[src/board_pkg.sv]
// Board constants, host status bit map and shared types.
// Fixed for one board with 4-bit colour and two fire buttons.
// Raw joystick words are active high, game inputs active low.

`default_nettype none

package board_pkg;

    localparam int COLORW = 4;
    localparam int OUTW = 8;
    localparam logic [11:0] VIDEO_WIDTH = 12'd384;
    localparam logic [11:0] VIDEO_HEIGHT = 12'd224;
    localparam int BUTTONS = 2;
    localparam bit INPUTS_ACTIVE_LOW = 1'b1;
    localparam int RST_HOLD = 32;

    // Derived constants
    localparam int RST_CW = $clog2(RST_HOLD + 1);
    localparam logic [5:0] BTN_MASK = 6'((1 << BUTTONS) - 1);
    localparam int WIDEN_REP = (OUTW + COLORW - 1) / COLORW;

    // Host status word
    localparam int ST_PAUSE = 1;
    localparam int ST_ROTCTRL = 2;
    localparam int ST_FLIP = 3;
    localparam int ST_TEST = 4;
    localparam int ST_FX = 5;
    localparam int ST_NOFM = 7;
    localparam int ST_NOPSG = 8;
    localparam int ST_ASPECT = 12;

    // Raw board word, upper bits
    localparam int BJ_COIN = 10;
    localparam int BJ_START = 11;
    localparam int BJ_SERVICE = 12;
    localparam int BJ_PAUSE = 13;

    typedef struct packed {
        logic [5:0] buttons;
        logic       up;
        logic       down;
        logic       left;
        logic       right;
    } game_joy_t;

    // Bits 15..10 are reached through the BJ_ positions
    typedef struct packed {
        logic [5:0] sys;
        game_joy_t  joy;
    } board_joy_t;

    typedef struct packed {
        logic       osd_pause;
        logic       rot_control;
        logic       flip;
        logic       test;
        logic [1:0] fxlevel;
        logic       enable_fm;
        logic       enable_psg;
    } dip_cfg_t;

    typedef struct packed {
        logic [11:0] arx;
        logic [11:0] ary;
    } aspect_t;

    typedef struct packed {
        logic [COLORW-1:0] r;
        logic [COLORW-1:0] g;
        logic [COLORW-1:0] b;
        logic              hs;
        logic              vs;
        logic              lhbl;
        logic              lvbl;
    } video_in_t;

    typedef struct packed {
        logic [OUTW-1:0] r;
        logic [OUTW-1:0] g;
        logic [OUTW-1:0] b;
        logic            hs;
        logic            vs;
        logic            de;
    } video_out_t;

endpackage

`default_nettype wire

[src/board_reset.sv]
// Game reset stretcher. Any cause raises game_rst on the next cycle.
// game_rst stays high for RST_HOLD cycles after the last cycle with a
// cause and is low in the cycle after that. rst acts like a held cause.

`default_nettype none

module board_reset import board_pkg::*; (
    input  logic clk_sys,
    input  logic rst,
    input  logic rst_req,
    input  logic pll_locked,
    input  logic downloading,
    input  logic soft_rst,
    input  logic flip,
    output logic game_rst
);

    logic              flip_l;
    logic              cause;
    logic [RST_CW-1:0] cnt;

    // Changing the screen flip restarts the game
    assign cause = rst_req | ~pll_locked | downloading | soft_rst | (flip != flip_l);

    always_ff @(posedge clk_sys) begin
        flip_l <= flip;
        if (rst) begin
            cnt      <= RST_CW'(RST_HOLD);
            game_rst <= 1'b1;
        end else if (cause) begin
            cnt      <= RST_CW'(RST_HOLD);
            game_rst <= 1'b1;
        end else begin
            if (cnt != '0) begin
                cnt <= cnt - 1'b1;
            end
            // Last high cycle is the one where cnt reads 1
            game_rst <= cnt > RST_CW'(1);
        end
    end

    a_hold_covers_count: assert property (
        @(posedge clk_sys) disable iff (rst) (cnt != '0) |-> game_rst
    );

endmodule

`default_nettype wire

[src/board_dip.sv]
// Host status word decode. Outputs are registered, one cycle behind status.
// Aspect field: 1 is 4:3, 2 is 16:9, anything else the native size.
// A rotated screen swaps the aspect pair.

`default_nettype none

module board_dip import board_pkg::*; (
    input  logic        clk_sys,
    input  logic        rst,
    input  logic [31:0] status,
    output dip_cfg_t    cfg,
    output aspect_t     aspect
);

    dip_cfg_t cfg_d;
    aspect_t  base;
    aspect_t  aspect_d;

    always_comb begin
        cfg_d.osd_pause   = status[ST_PAUSE];
        cfg_d.rot_control = status[ST_ROTCTRL];
        cfg_d.flip        = status[ST_FLIP];
        cfg_d.test        = status[ST_TEST];
        cfg_d.fxlevel     = status[ST_FX +: 2];
        // Status bits disable the chips, outputs enable them
        cfg_d.enable_fm   = ~status[ST_NOFM];
        cfg_d.enable_psg  = ~status[ST_NOPSG];
    end

    always_comb begin
        case (status[ST_ASPECT +: 2])
            2'd1: begin
                base.arx = 12'd4;
                base.ary = 12'd3;
            end
            2'd2: begin
                base.arx = 12'd16;
                base.ary = 12'd9;
            end
            default: begin
                base.arx = VIDEO_WIDTH;
                base.ary = VIDEO_HEIGHT;
            end
        endcase
        if (status[ST_ROTCTRL]) begin
            aspect_d.arx = base.ary;
            aspect_d.ary = base.arx;
        end else begin
            aspect_d = base;
        end
    end

    always_ff @(posedge clk_sys) begin
        if (rst) begin
            cfg        <= '0;
            aspect.arx <= VIDEO_WIDTH;
            aspect.ary <= VIDEO_HEIGHT;
        end else begin
            cfg    <= cfg_d;
            aspect <= aspect_d;
        end
    end

endmodule

`default_nettype wire

[src/board_inputs.sv]
// Board joystick merge into game inputs, one register stage.
// Rotation remap applies only with rot_control; flip only acts on top of it.
// Buttons above BUTTONS read inactive. Service is taken from player 1.
// soft_rst pulses once when player 1 start and service become held together.

`default_nettype none

module board_inputs import board_pkg::*; (
    input  logic                  clk_sys,
    input  logic                  rst,
    input  board_joy_t      [3:0] board_joy,
    input  dip_cfg_t              cfg,
    output game_joy_t       [3:0] game_joy,
    output logic            [3:0] game_coin,
    output logic            [3:0] game_start,
    output logic                  game_service,
    output logic                  game_pause,
    output logic                  soft_rst
);

    logic            [3:0] pause_raw;
    logic            [3:0] pause_prev;
    logic                  pause_latch;
    logic                  pause_next;
    logic                  combo;
    logic                  combo_prev;
    game_joy_t       [3:0] joy_next;

    function automatic game_joy_t remap(
        input game_joy_t j,
        input logic      rot,
        input logic      flip
    );
        game_joy_t r;
        r = j;
        r.buttons = j.buttons & BTN_MASK;
        if (rot) begin
            // Screen turned a quarter turn clockwise
            r.up    = flip ? j.right : j.left;
            r.down  = flip ? j.left  : j.right;
            r.left  = flip ? j.up    : j.down;
            r.right = flip ? j.down  : j.up;
        end
        return r;
    endfunction

    always_comb begin
        for (int p = 0; p < 4; p++) begin
            pause_raw[p] = board_joy[p][BJ_PAUSE];
            joy_next[p]  = remap(board_joy[p].joy, cfg.rot_control, cfg.flip);
        end
        // Any player's pause press toggles
        pause_next = pause_latch ^ (|(pause_raw & ~pause_prev));
        combo      = board_joy[0][BJ_START] & board_joy[0][BJ_SERVICE];
    end

    always_ff @(posedge clk_sys) begin
        if (rst) begin
            game_joy     <= {$bits(game_joy){INPUTS_ACTIVE_LOW}};
            game_coin    <= {4{INPUTS_ACTIVE_LOW}};
            game_start   <= {4{INPUTS_ACTIVE_LOW}};
            game_service <= INPUTS_ACTIVE_LOW;
            game_pause   <= 1'b0;
            pause_latch  <= 1'b0;
            pause_prev   <= '0;
            combo_prev   <= 1'b0;
            soft_rst     <= 1'b0;
        end else begin
            for (int p = 0; p < 4; p++) begin
                game_joy[p]   <= game_joy_t'(joy_next[p] ^ {$bits(game_joy_t){INPUTS_ACTIVE_LOW}});
                game_coin[p]  <= board_joy[p][BJ_COIN] ^ INPUTS_ACTIVE_LOW;
                game_start[p] <= board_joy[p][BJ_START] ^ INPUTS_ACTIVE_LOW;
            end
            game_service <= board_joy[0][BJ_SERVICE] ^ INPUTS_ACTIVE_LOW;
            pause_prev   <= pause_raw;
            pause_latch  <= pause_next;
            game_pause   <= pause_next | cfg.osd_pause;
            combo_prev   <= combo;
            soft_rst     <= combo & ~combo_prev;
        end
    end

    a_soft_rst_single: assert property (
        @(posedge clk_sys) disable iff (rst) soft_rst |=> !soft_rst
    );

endmodule

`default_nettype wire

[src/board_video.sv]
// Video output stage. Captures on pxl_cen and holds between enables.
// Colour is widened by bit repetition, so full scale stays full scale.
// de is high only inside both the horizontal and vertical active areas.

`default_nettype none

module board_video import board_pkg::*; (
    input  logic       clk_sys,
    input  logic       rst,
    input  logic       pxl_cen,
    input  video_in_t  vin,
    output video_out_t vout
);

    // With 4 bits this is v * 17
    function automatic logic [OUTW-1:0] widen(input logic [COLORW-1:0] c);
        logic [WIDEN_REP*COLORW-1:0] rep;
        rep = {WIDEN_REP{c}};
        return rep[WIDEN_REP*COLORW-1 -: OUTW];
    endfunction

    always_ff @(posedge clk_sys) begin
        if (rst) begin
            vout <= '0;
        end else if (pxl_cen) begin
            vout.r  <= widen(vin.r);
            vout.g  <= widen(vin.g);
            vout.b  <= widen(vin.b);
            vout.hs <= vin.hs;
            vout.vs <= vin.vs;
            vout.de <= vin.lhbl & vin.lvbl;
        end
    end

    a_vblank_no_de: assert property (
        @(posedge clk_sys) disable iff (rst) (pxl_cen && !vin.lvbl) |=> !vout.de
    );

endmodule

`default_nettype wire

[src/board_top.sv]
// Board wrapper top. Single clock domain, no added latency here.
// Block timing shows at the outputs unchanged.
// game_rst also covers the power-up rst stretch.

`default_nettype none

module board_top import board_pkg::*; (
    input  logic                  clk_sys,
    input  logic                  rst,
    input  logic                  rst_req,
    input  logic                  pll_locked,
    input  logic                  downloading,
    input  logic                  pxl_cen,
    input  logic           [31:0] status,
    input  board_joy_t      [3:0] board_joy,
    input  video_in_t             vin,
    output logic                  game_rst,
    output game_joy_t       [3:0] game_joy,
    output logic            [3:0] game_coin,
    output logic            [3:0] game_start,
    output logic                  game_service,
    output logic                  game_pause,
    output dip_cfg_t              cfg,
    output aspect_t               aspect,
    output video_out_t            vout
);

    logic soft_rst;

    board_dip u_dip (
        .clk_sys      ( clk_sys      ),
        .rst          ( rst          ),
        .status       ( status       ),
        .cfg          ( cfg          ),
        .aspect       ( aspect       )
    );

    board_inputs u_inputs (
        .clk_sys      ( clk_sys      ),
        .rst          ( rst          ),
        .board_joy    ( board_joy    ),
        .cfg          ( cfg          ),
        .game_joy     ( game_joy     ),
        .game_coin    ( game_coin    ),
        .game_start   ( game_start   ),
        .game_service ( game_service ),
        .game_pause   ( game_pause   ),
        .soft_rst     ( soft_rst     )
    );

    board_reset u_reset (
        .clk_sys      ( clk_sys      ),
        .rst          ( rst          ),
        .rst_req      ( rst_req      ),
        .pll_locked   ( pll_locked   ),
        .downloading  ( downloading  ),
        .soft_rst     ( soft_rst     ),
        .flip         ( cfg.flip     ),
        .game_rst     ( game_rst     )
    );

    board_video u_video (
        .clk_sys      ( clk_sys      ),
        .rst          ( rst          ),
        .pxl_cen      ( pxl_cen      ),
        .vin          ( vin          ),
        .vout         ( vout         )
    );

endmodule

`default_nettype wire

[config.mk]
export PLATFORM = sky130hd
export DESIGN_NAME = board_top
export DESIGN_NICKNAME = d
export VERILOG_FILES = /design/src/board_pkg.sv /design/src/board_reset.sv /design/src/board_dip.sv /design/src/board_inputs.sv /design/src/board_video.sv /design/src/board_top.sv
export SDC_FILE = /design/constraint.sdc
export NUM_CORES = 1
export LEC_CHECK = 0
export ABC_CLOCK_PERIOD_IN_PS = 3850
export BUFFER_PORTS_ARGS = -buffer_cell sky130_fd_sc_hd__buf_4
export CAP_MARGIN = 20
export CORE_MARGIN = 2
export CORE_UTILIZATION = 39
export CTS_BUF_LIST = sky130_fd_sc_hd__clkbuf_16
export DETAILED_ROUTE_END_ITERATION = 8
export PLACE_DENSITY = 0.82
export SLEW_MARGIN = 30
export SYNTH_ARGS = -nofsm -noshare
export SYNTH_HDL_FRONTEND = slang
export SYNTH_SLANG_ARGS = --single-unit
[constraint.sdc]
create_clock -name clk_sys -period 3.85 [get_ports clk_sys]
set_input_delay 0.1925 -clock clk_sys [delete_from_list [all_inputs] [get_ports clk_sys]]
set_output_delay 0.1925 -clock clk_sys [all_outputs]
set_load 0.01 [all_outputs]
==> results of run 1 <==
## cells by family (layout without fill, tap and decap cells)
logic type / count (synthesis) / in the layout / share of synthesized area (%)
flops: 81 / 81 / 52.0
other cells: 2 / 22 / 0.241
mux: 30 / 30 / 9.62
xor+xnor: 5 / 5 / 1.40
buf+inv: 66 / 182 / 13.5
compound gates: 25 / 25 / 6.33
simple gates: 89 / 89 / 15.0
fa+ha+maj: 5 / 5 / 2.00
## power breakdown
part           internal (mW)  switching [mW]
Clock                  0.634           0.336
Combinational          0.151           0.116
Sequential             0.886          0.0285
## per-layer routing
metal  wire length (um)  vias up  GRT usage [%]  share of wire (%)
met1               2490     1103           15.2                 37
met4                114        0           6.99                1.7
met2               3450      107           26.6                 52
li1                   -     1181              -                  -
met3                634       12           6.12                9.5
met5                  0        -              0                  0
## flip-flops by register name, indices dropped and copies added, names as in the netlist
signal and count:
u_inputs.game_joy 24, u_video.vout 15, u_dip.aspect 9, u_dip.cfg 8
u_reset.cnt 6, u_inputs.game_coin 4, u_inputs.game_start 4, u_inputs.pause_prev 4
u_inputs.combo_prev 1, u_inputs.game_pause 1, u_inputs.game_service 1, u_inputs.pause_latch 1
u_inputs.soft_rst 1, u_reset.flip_l 1, u_reset.game_rst 1
## cell type report
type                    instances  area (um2)  area share (%)
well taps                     102         128            2.86
clock inverters                 7         119            2.66
repair buffers                158        1190            26.7
flip-flops and latches         81        1620            36.3
clock buffers                   9         225            5.04
multi-input cells             176        1150            25.8
inverters                       8        30.0           0.672
## cells in the final DEF (no fill, tap or decap), types with 2 or more instances in the layout
cell,count
mux2i_1,30
nor2_1,41
xnor2_1,3
clkbuf_16,9
xor2_1,2
dlygate4sd3_1,2
and2_1,4
nor3b_1,2
nand2b_1,21
bufinv_16,3
a211o_1,16
ha_1,5
conb_1,22
nand3_1,3
inv_1,9
buf_4,156
a21oi_1,3
dfxtp_1,80
nand2_1,2
nor2b_1,9
## stage by stage
stage	util (%)	instances	worst slack, ns
final	57.8	541	2.12
after CTS	57.8	541	2.07
after global routing	57.8	541	1.96
after floorplan	-	323	2.61
after global placement	53.1	523	2.15
after detailed placement	53.1	523	2.10
## worst paths after layout
check                                               startpoint                                 to  slack (ns)  cells past startpoint
worst max-delay path                   u_dip.cfg[5]$_SDFF_PP0_                             cfg[5]        2.12                      1
worst min-delay path                             board_joy[59]  u_inputs.game_start[3]$_SDFF_PP1_        0.02                      2
worst max register to register         u_dip.cfg[5]$_SDFF_PP0_        u_reset.cnt[1]$_SDFFE_PP0P_        2.12                      4
worst min register to register  u_inputs.combo_prev$_SDFF_PP0_       u_inputs.soft_rst$_SDFF_PP0_        0.39                      1
==> run_results.csv, run 1 <==
group,metric,value,unit
clocking,cts_buffers,9,
finish,final_cell_area,4470,um2
floorplan,die_x,93.5,um
clocking,tritoncts,"yes",
place,io_buffer_count,156,
sta,rsz0062_at_grt,"no",
clocking,cts_buffer_depth,2,
global_routing,grt_pass1_vias,2256,
run_status,status,"finished clean",
logic_synthesis,synth_top_area_share,52.0,%
floorplan,start_util,40.4,%
worst_setup_path,cp-end-kind,"output pin",
sta,max_slew.worst_pin.slew,0.973,ns
clocking,cts_sinks,81,
worst_setup_path,critPathMaxFanout,19,
floorplan,ios,228,
global_routing,grt_pass1_wl,10100,um
min_path,worstHoldPathType,"input port to flip-flop",
power_and_ir_drop,power.leakage,2.19,nW
logic_synthesis,ys_warn_count,0,
sta,whs,0.0238,ns
logic_synthesis,seq_area_frac_synth,52.0,%
routing,drt_wl_total,6690,um
global_routing,grt_overflow,0,
global_routing,antenna_found_initial,0,
logic_synthesis,ys_types,32,
sta,fmax,0.577,GHz
logic_synthesis,synth_flop_cell,"dfxtp_1",
routing,route.detailed.drc,0,
place,placed_area,4100,um2
clocking,cts_hold_buf,2,
logic_synthesis,ys_ff_latch,81,
worst_setup_path,path_delay_family,"flip-flops",
power_and_ir_drop,powerDensity,482,nW/um2
logic_synthesis,syn-cell-area,3120,um2
power_and_ir_drop,peakVddDrop,277,uV
place,hpwlAfterDp,4910,um
routing,viasPerCell,4.44,
routing,avgRoutedWirePerCell,12.4,um
logic_synthesis,yosysMostFrequentCell,"dfxtp_1",
worst_setup_path,crit_buf_inv,1,
worst_setup_path,critical_path_class,"flip-flop to output pin",
logic_synthesis,yosys.area.top_type,"dfxtp_1",
routing,vias,2403,
global_routing,grt.total_usage,15.0,%
worst_setup_path,crit_chain,"buf_4",
sta,period_share,45.0,%
routing,drtIter0Drc,49,
sta,min_period,1.73,ns
worst_setup_path,crit_required,3.66,ns
sta,finalSetupTns,0,ns
clocking,clkLatencyLatePin,0.33,ns
finish,diodes,0,
logic_synthesis,synth_edf_count,0,
sta,drv_slew,0,
finish,areaGrowthSynthToFinish,43.2,%
power_and_ir_drop,power.total,2.15,mW
clocking,path_clk_slew,0.06,ns
place,gp_congestion,0.755,
routing,ant_nets,0,
finish,drive_gt1_share,40.3,%
sta,skew,0.00644,ns
routing,dr.pass1.iters,6,
floorplan,fp.coreArea,7730,um2
sta,max_slew_margin,35.1,%
finish,fillers,668,
clocking,postCtsSetupBuffers,0,
worst_setup_path,cp_slowest_stage_delay,0.96,ns
sta,setup_viol_count_final,0,
logic_synthesis,synth_area_per_cell,10.3,um2
clocking,ctsHtreeMaxLevel,3,
sta,finalHoldViolCount,0,
logic_synthesis,synth_common_cells,"dfxtp_1, buf_4, nor2_1",
floorplan,dieArea,8730,um2
global_routing,grt_max_degree,67,
floorplan,dieHeight,93.5,um
logic_synthesis,syn_inst,303,
logic_synthesis,synth.area.top_cells,"dfxtp_1, buf_4, mux2i_1",
clocking,post_cts_resized,0,
finish,layout.nets,557,
clocking,cts-root-buf,"clkbuf_16",
floorplan,rows,32,
logic_synthesis,async_flop_share,0,%
run,cap_viol_max_count,0,
worst_setup_path,worstSetupStartpointType,"flip-flop",
worst_setup_path,crit_path_top_delay_cell,"dfxtp_1",
worst_setup_path,crit_arrival,1.54,ns
Note: power is estimated with default switching activity, not from simulation.
==> inputs of run 2 (changes only) <==
--- a/config.mk
+++ b/config.mk
@@ -5,14 +5,14 @@
 export SDC_FILE = /design/constraint.sdc
 export NUM_CORES = 1
 export LEC_CHECK = 0
-export ABC_CLOCK_PERIOD_IN_PS = 3850
+export ABC_CLOCK_PERIOD_IN_PS = 1500
 export BUFFER_PORTS_ARGS = -buffer_cell sky130_fd_sc_hd__buf_4
 export CAP_MARGIN = 20
 export CORE_MARGIN = 2
-export CORE_UTILIZATION = 39
+export CORE_UTILIZATION = 36
 export CTS_BUF_LIST = sky130_fd_sc_hd__clkbuf_16
 export DETAILED_ROUTE_END_ITERATION = 8
-export PLACE_DENSITY = 0.82
+export PLACE_DENSITY = 0.79
 export SLEW_MARGIN = 30
 export SYNTH_ARGS = -nofsm -noshare
 export SYNTH_HDL_FRONTEND = slang
==> constraint.sdc (replaced) <==
create_clock -name clk_sys -period 1.5 [get_ports clk_sys]
set_input_delay 0.075 -clock clk_sys [delete_from_list [all_inputs] [get_ports clk_sys]]
set_output_delay 0.075 -clock clk_sys [all_outputs]
set_load 0.01 [all_outputs]
==> run 2 against run 1 <==
Non-clock buffer count up 41. Largest power group is now sequential cells. Global-route usage up 1.0 points. First-iteration DRC count down 12%. Highest routed layer unchanged. Clock-buffer cell count unchanged.
==> run_results.csv, run 2 (same netlist as run 1, synthesis figures left out) <==
group,metric,value,unit
clocking,path_clk_slew,0.06,ns
sta,drv_slew,0,
global_routing,grt_max_degree,45,
sta,skew,0.00757,ns
worst_setup_path,path_delay_family,"simple AND/OR/NAND/NOR gates",
sta,period_share,92.5,%
sta,rsz0062_at_grt,"no",
sta,fmax,0.721,GHz
sta,min_period,1.39,ns
place,hpwlAfterDp,5160,um
routing,viasPerCell,4.43,
power_and_ir_drop,powerDensity,1090,nW/um2
clocking,postCtsSetupBuffers,0,
clocking,cts_sinks,81,
run_status,status,"finished clean",
global_routing,grt.total_usage,16.0,%
global_routing,grt_pass1_vias,2704,
floorplan,rows,33,
worst_setup_path,crit_required,1.75,ns
global_routing,grt_overflow,0,
floorplan,dieArea,9430,um2
floorplan,dieHeight,97.1,um
routing,ant_nets,0,
floorplan,ios,228,
run,cap_viol_max_count,0,
sta,setup_viol_count_final,0,
floorplan,die_x,97.1,um
worst_setup_path,crit_chain,"or4b_4 -> nor3_4 -> nand2_2 -> a21oi_2",
sta,finalHoldViolCount,0,
worst_setup_path,crit_buf_inv,0,
routing,drtIter0Drc,43,
finish,layout.nets,598,
routing,vias,2589,
finish,diodes,0,
worst_setup_path,cp-end-kind,"flip-flop",
finish,largest_reg_flops,24,
routing,route.detailed.drc,0,
finish,areaGrowthSynthToFinish,54.6,%
sta,whs,0.00643,ns
routing,avgRoutedWirePerCell,13.2,um
power_and_ir_drop,peakVddDrop,525,uV
place,placed_area,4140,um2
worst_setup_path,cp_slowest_stage_delay,0.49,ns
clocking,tritoncts,"yes",
routing,dr.pass1.iters,4,
floorplan,start_util,37.6,%
finish,drive_gt1_share,37.3,%
sta,finalSetupTns,0,ns
finish,final_common_cell,"buf_4",
finish,final_cell_area,4820,um2
clocking,ctsHtreeMaxLevel,3,
power_and_ir_drop,power.total,5.25,mW
routing,drt_wl_total,7710,um
finish,reg_top3,"u_inputs.game_joy (24), u_video.vout (15), u_dip.aspect (9)",
worst_setup_path,worstSetupStartpointType,"flip-flop",
finish,final_cell_mix,"buf_4, dfxtp_1, nor2_1",
worst_setup_path,crit_arrival,1.64,ns
clocking,cts_buffers,9,
worst_setup_path,critical_path_class,"flip-flop to flip-flop",
place,io_buffer_count,156,
global_routing,grt_pass1_wl,12400,um
clocking,cts_buffer_depth,2,
worst_setup_path,critPathMaxFanout,5,
clocking,cts-root-buf,"clkbuf_16",
global_routing,antenna_found_initial,0,
worst_setup_path,crit_path_top_delay_cell,"or4b_4",
floorplan,fp.coreArea,8300,um2
place,gp_congestion,0.790,
power_and_ir_drop,power.leakage,2.33,nW
clocking,clkLatencyLatePin,0.32,ns
min_path,worstHoldPathType,"input port to flip-flop",
finish,regMostFlops,"u_inputs.game_joy",
run 2: worst reg2reg max path, stage by stage (launching register included):
cell	delay (ns)
dfxtp_1	0.31
or4b_4	0.49
nor3_4	0.27
nand2_2	0.11
a21oi_2	0.13
run 2: power breakdown:
part	leakage, nW	switching (mW)	internal (mW)	total [mW]
Clock	0.141	0.836	1.28	2.12
Combinational	1.52	0.346	0.457	0.803
Sequential	0.672	0.0543	2.27	2.33
Total	2.33	1.24	4.02	5.25
run 2: metal layers:
layer  share of wire, %  wire [um]  vias up  track usage [%]
met1                 37       2840     1201             16.1
met3                6.8        524       12             4.46
li1                   -          -     1266                -
met2                 54       4200      110             30.9
met4                1.9        147        0             6.39
met5                  0          0        -                0
run 2: final timing paths:
check	start	end	slack (ns)	cells after the start
worst max-delay path	u_inputs.soft_rst$_SDFF_PP0_	u_reset.cnt[3]$_SDFFE_PP0P_	0.11	4
worst min-delay path	board_joy[13]	u_inputs.pause_prev[0]$_SDFF_PP0_	0.006	2
worst max register to register	u_inputs.soft_rst$_SDFF_PP0_	u_reset.cnt[3]$_SDFFE_PP0P_	0.11	4
worst min register to register	u_inputs.combo_prev$_SDFF_PP0_	u_inputs.soft_rst$_SDFF_PP0_	0.41	1
run 2: layout make-up:
cell class | instances | area, um2
Clock inverter | 7 | 71.3
Tap cell | 105 | 131
Clock buffer | 9 | 225
Sequential cell | 81 | 1620
Fill cell | 686 | 3470
Inverter | 8 | 30.0
Timing Repair Buffer | 199 | 1590
Multi-Input combinational cell | 176 | 1150
run 2: per-stage QoR:
step | cells | worst slack [ns] | utilization [%]
6_report | 585 | 0.113 | 58.1
5_1_grt | 585 | 0.0177 | 58.1
4_1_cts | 584 | 0.117 | 58.0
3_5_place_dp | 530 | 0.148 | 49.9
3_3_place_gp | 530 | 0.177 | 49.9
2_1_floorplan | 323 | 0.259 | -
run 2: what timing repair did:
item / in CTS / in global routing
hold buffers: 38 / 1
resized for setup: 0 / 0
hold endpoints to repair: 41 / 1
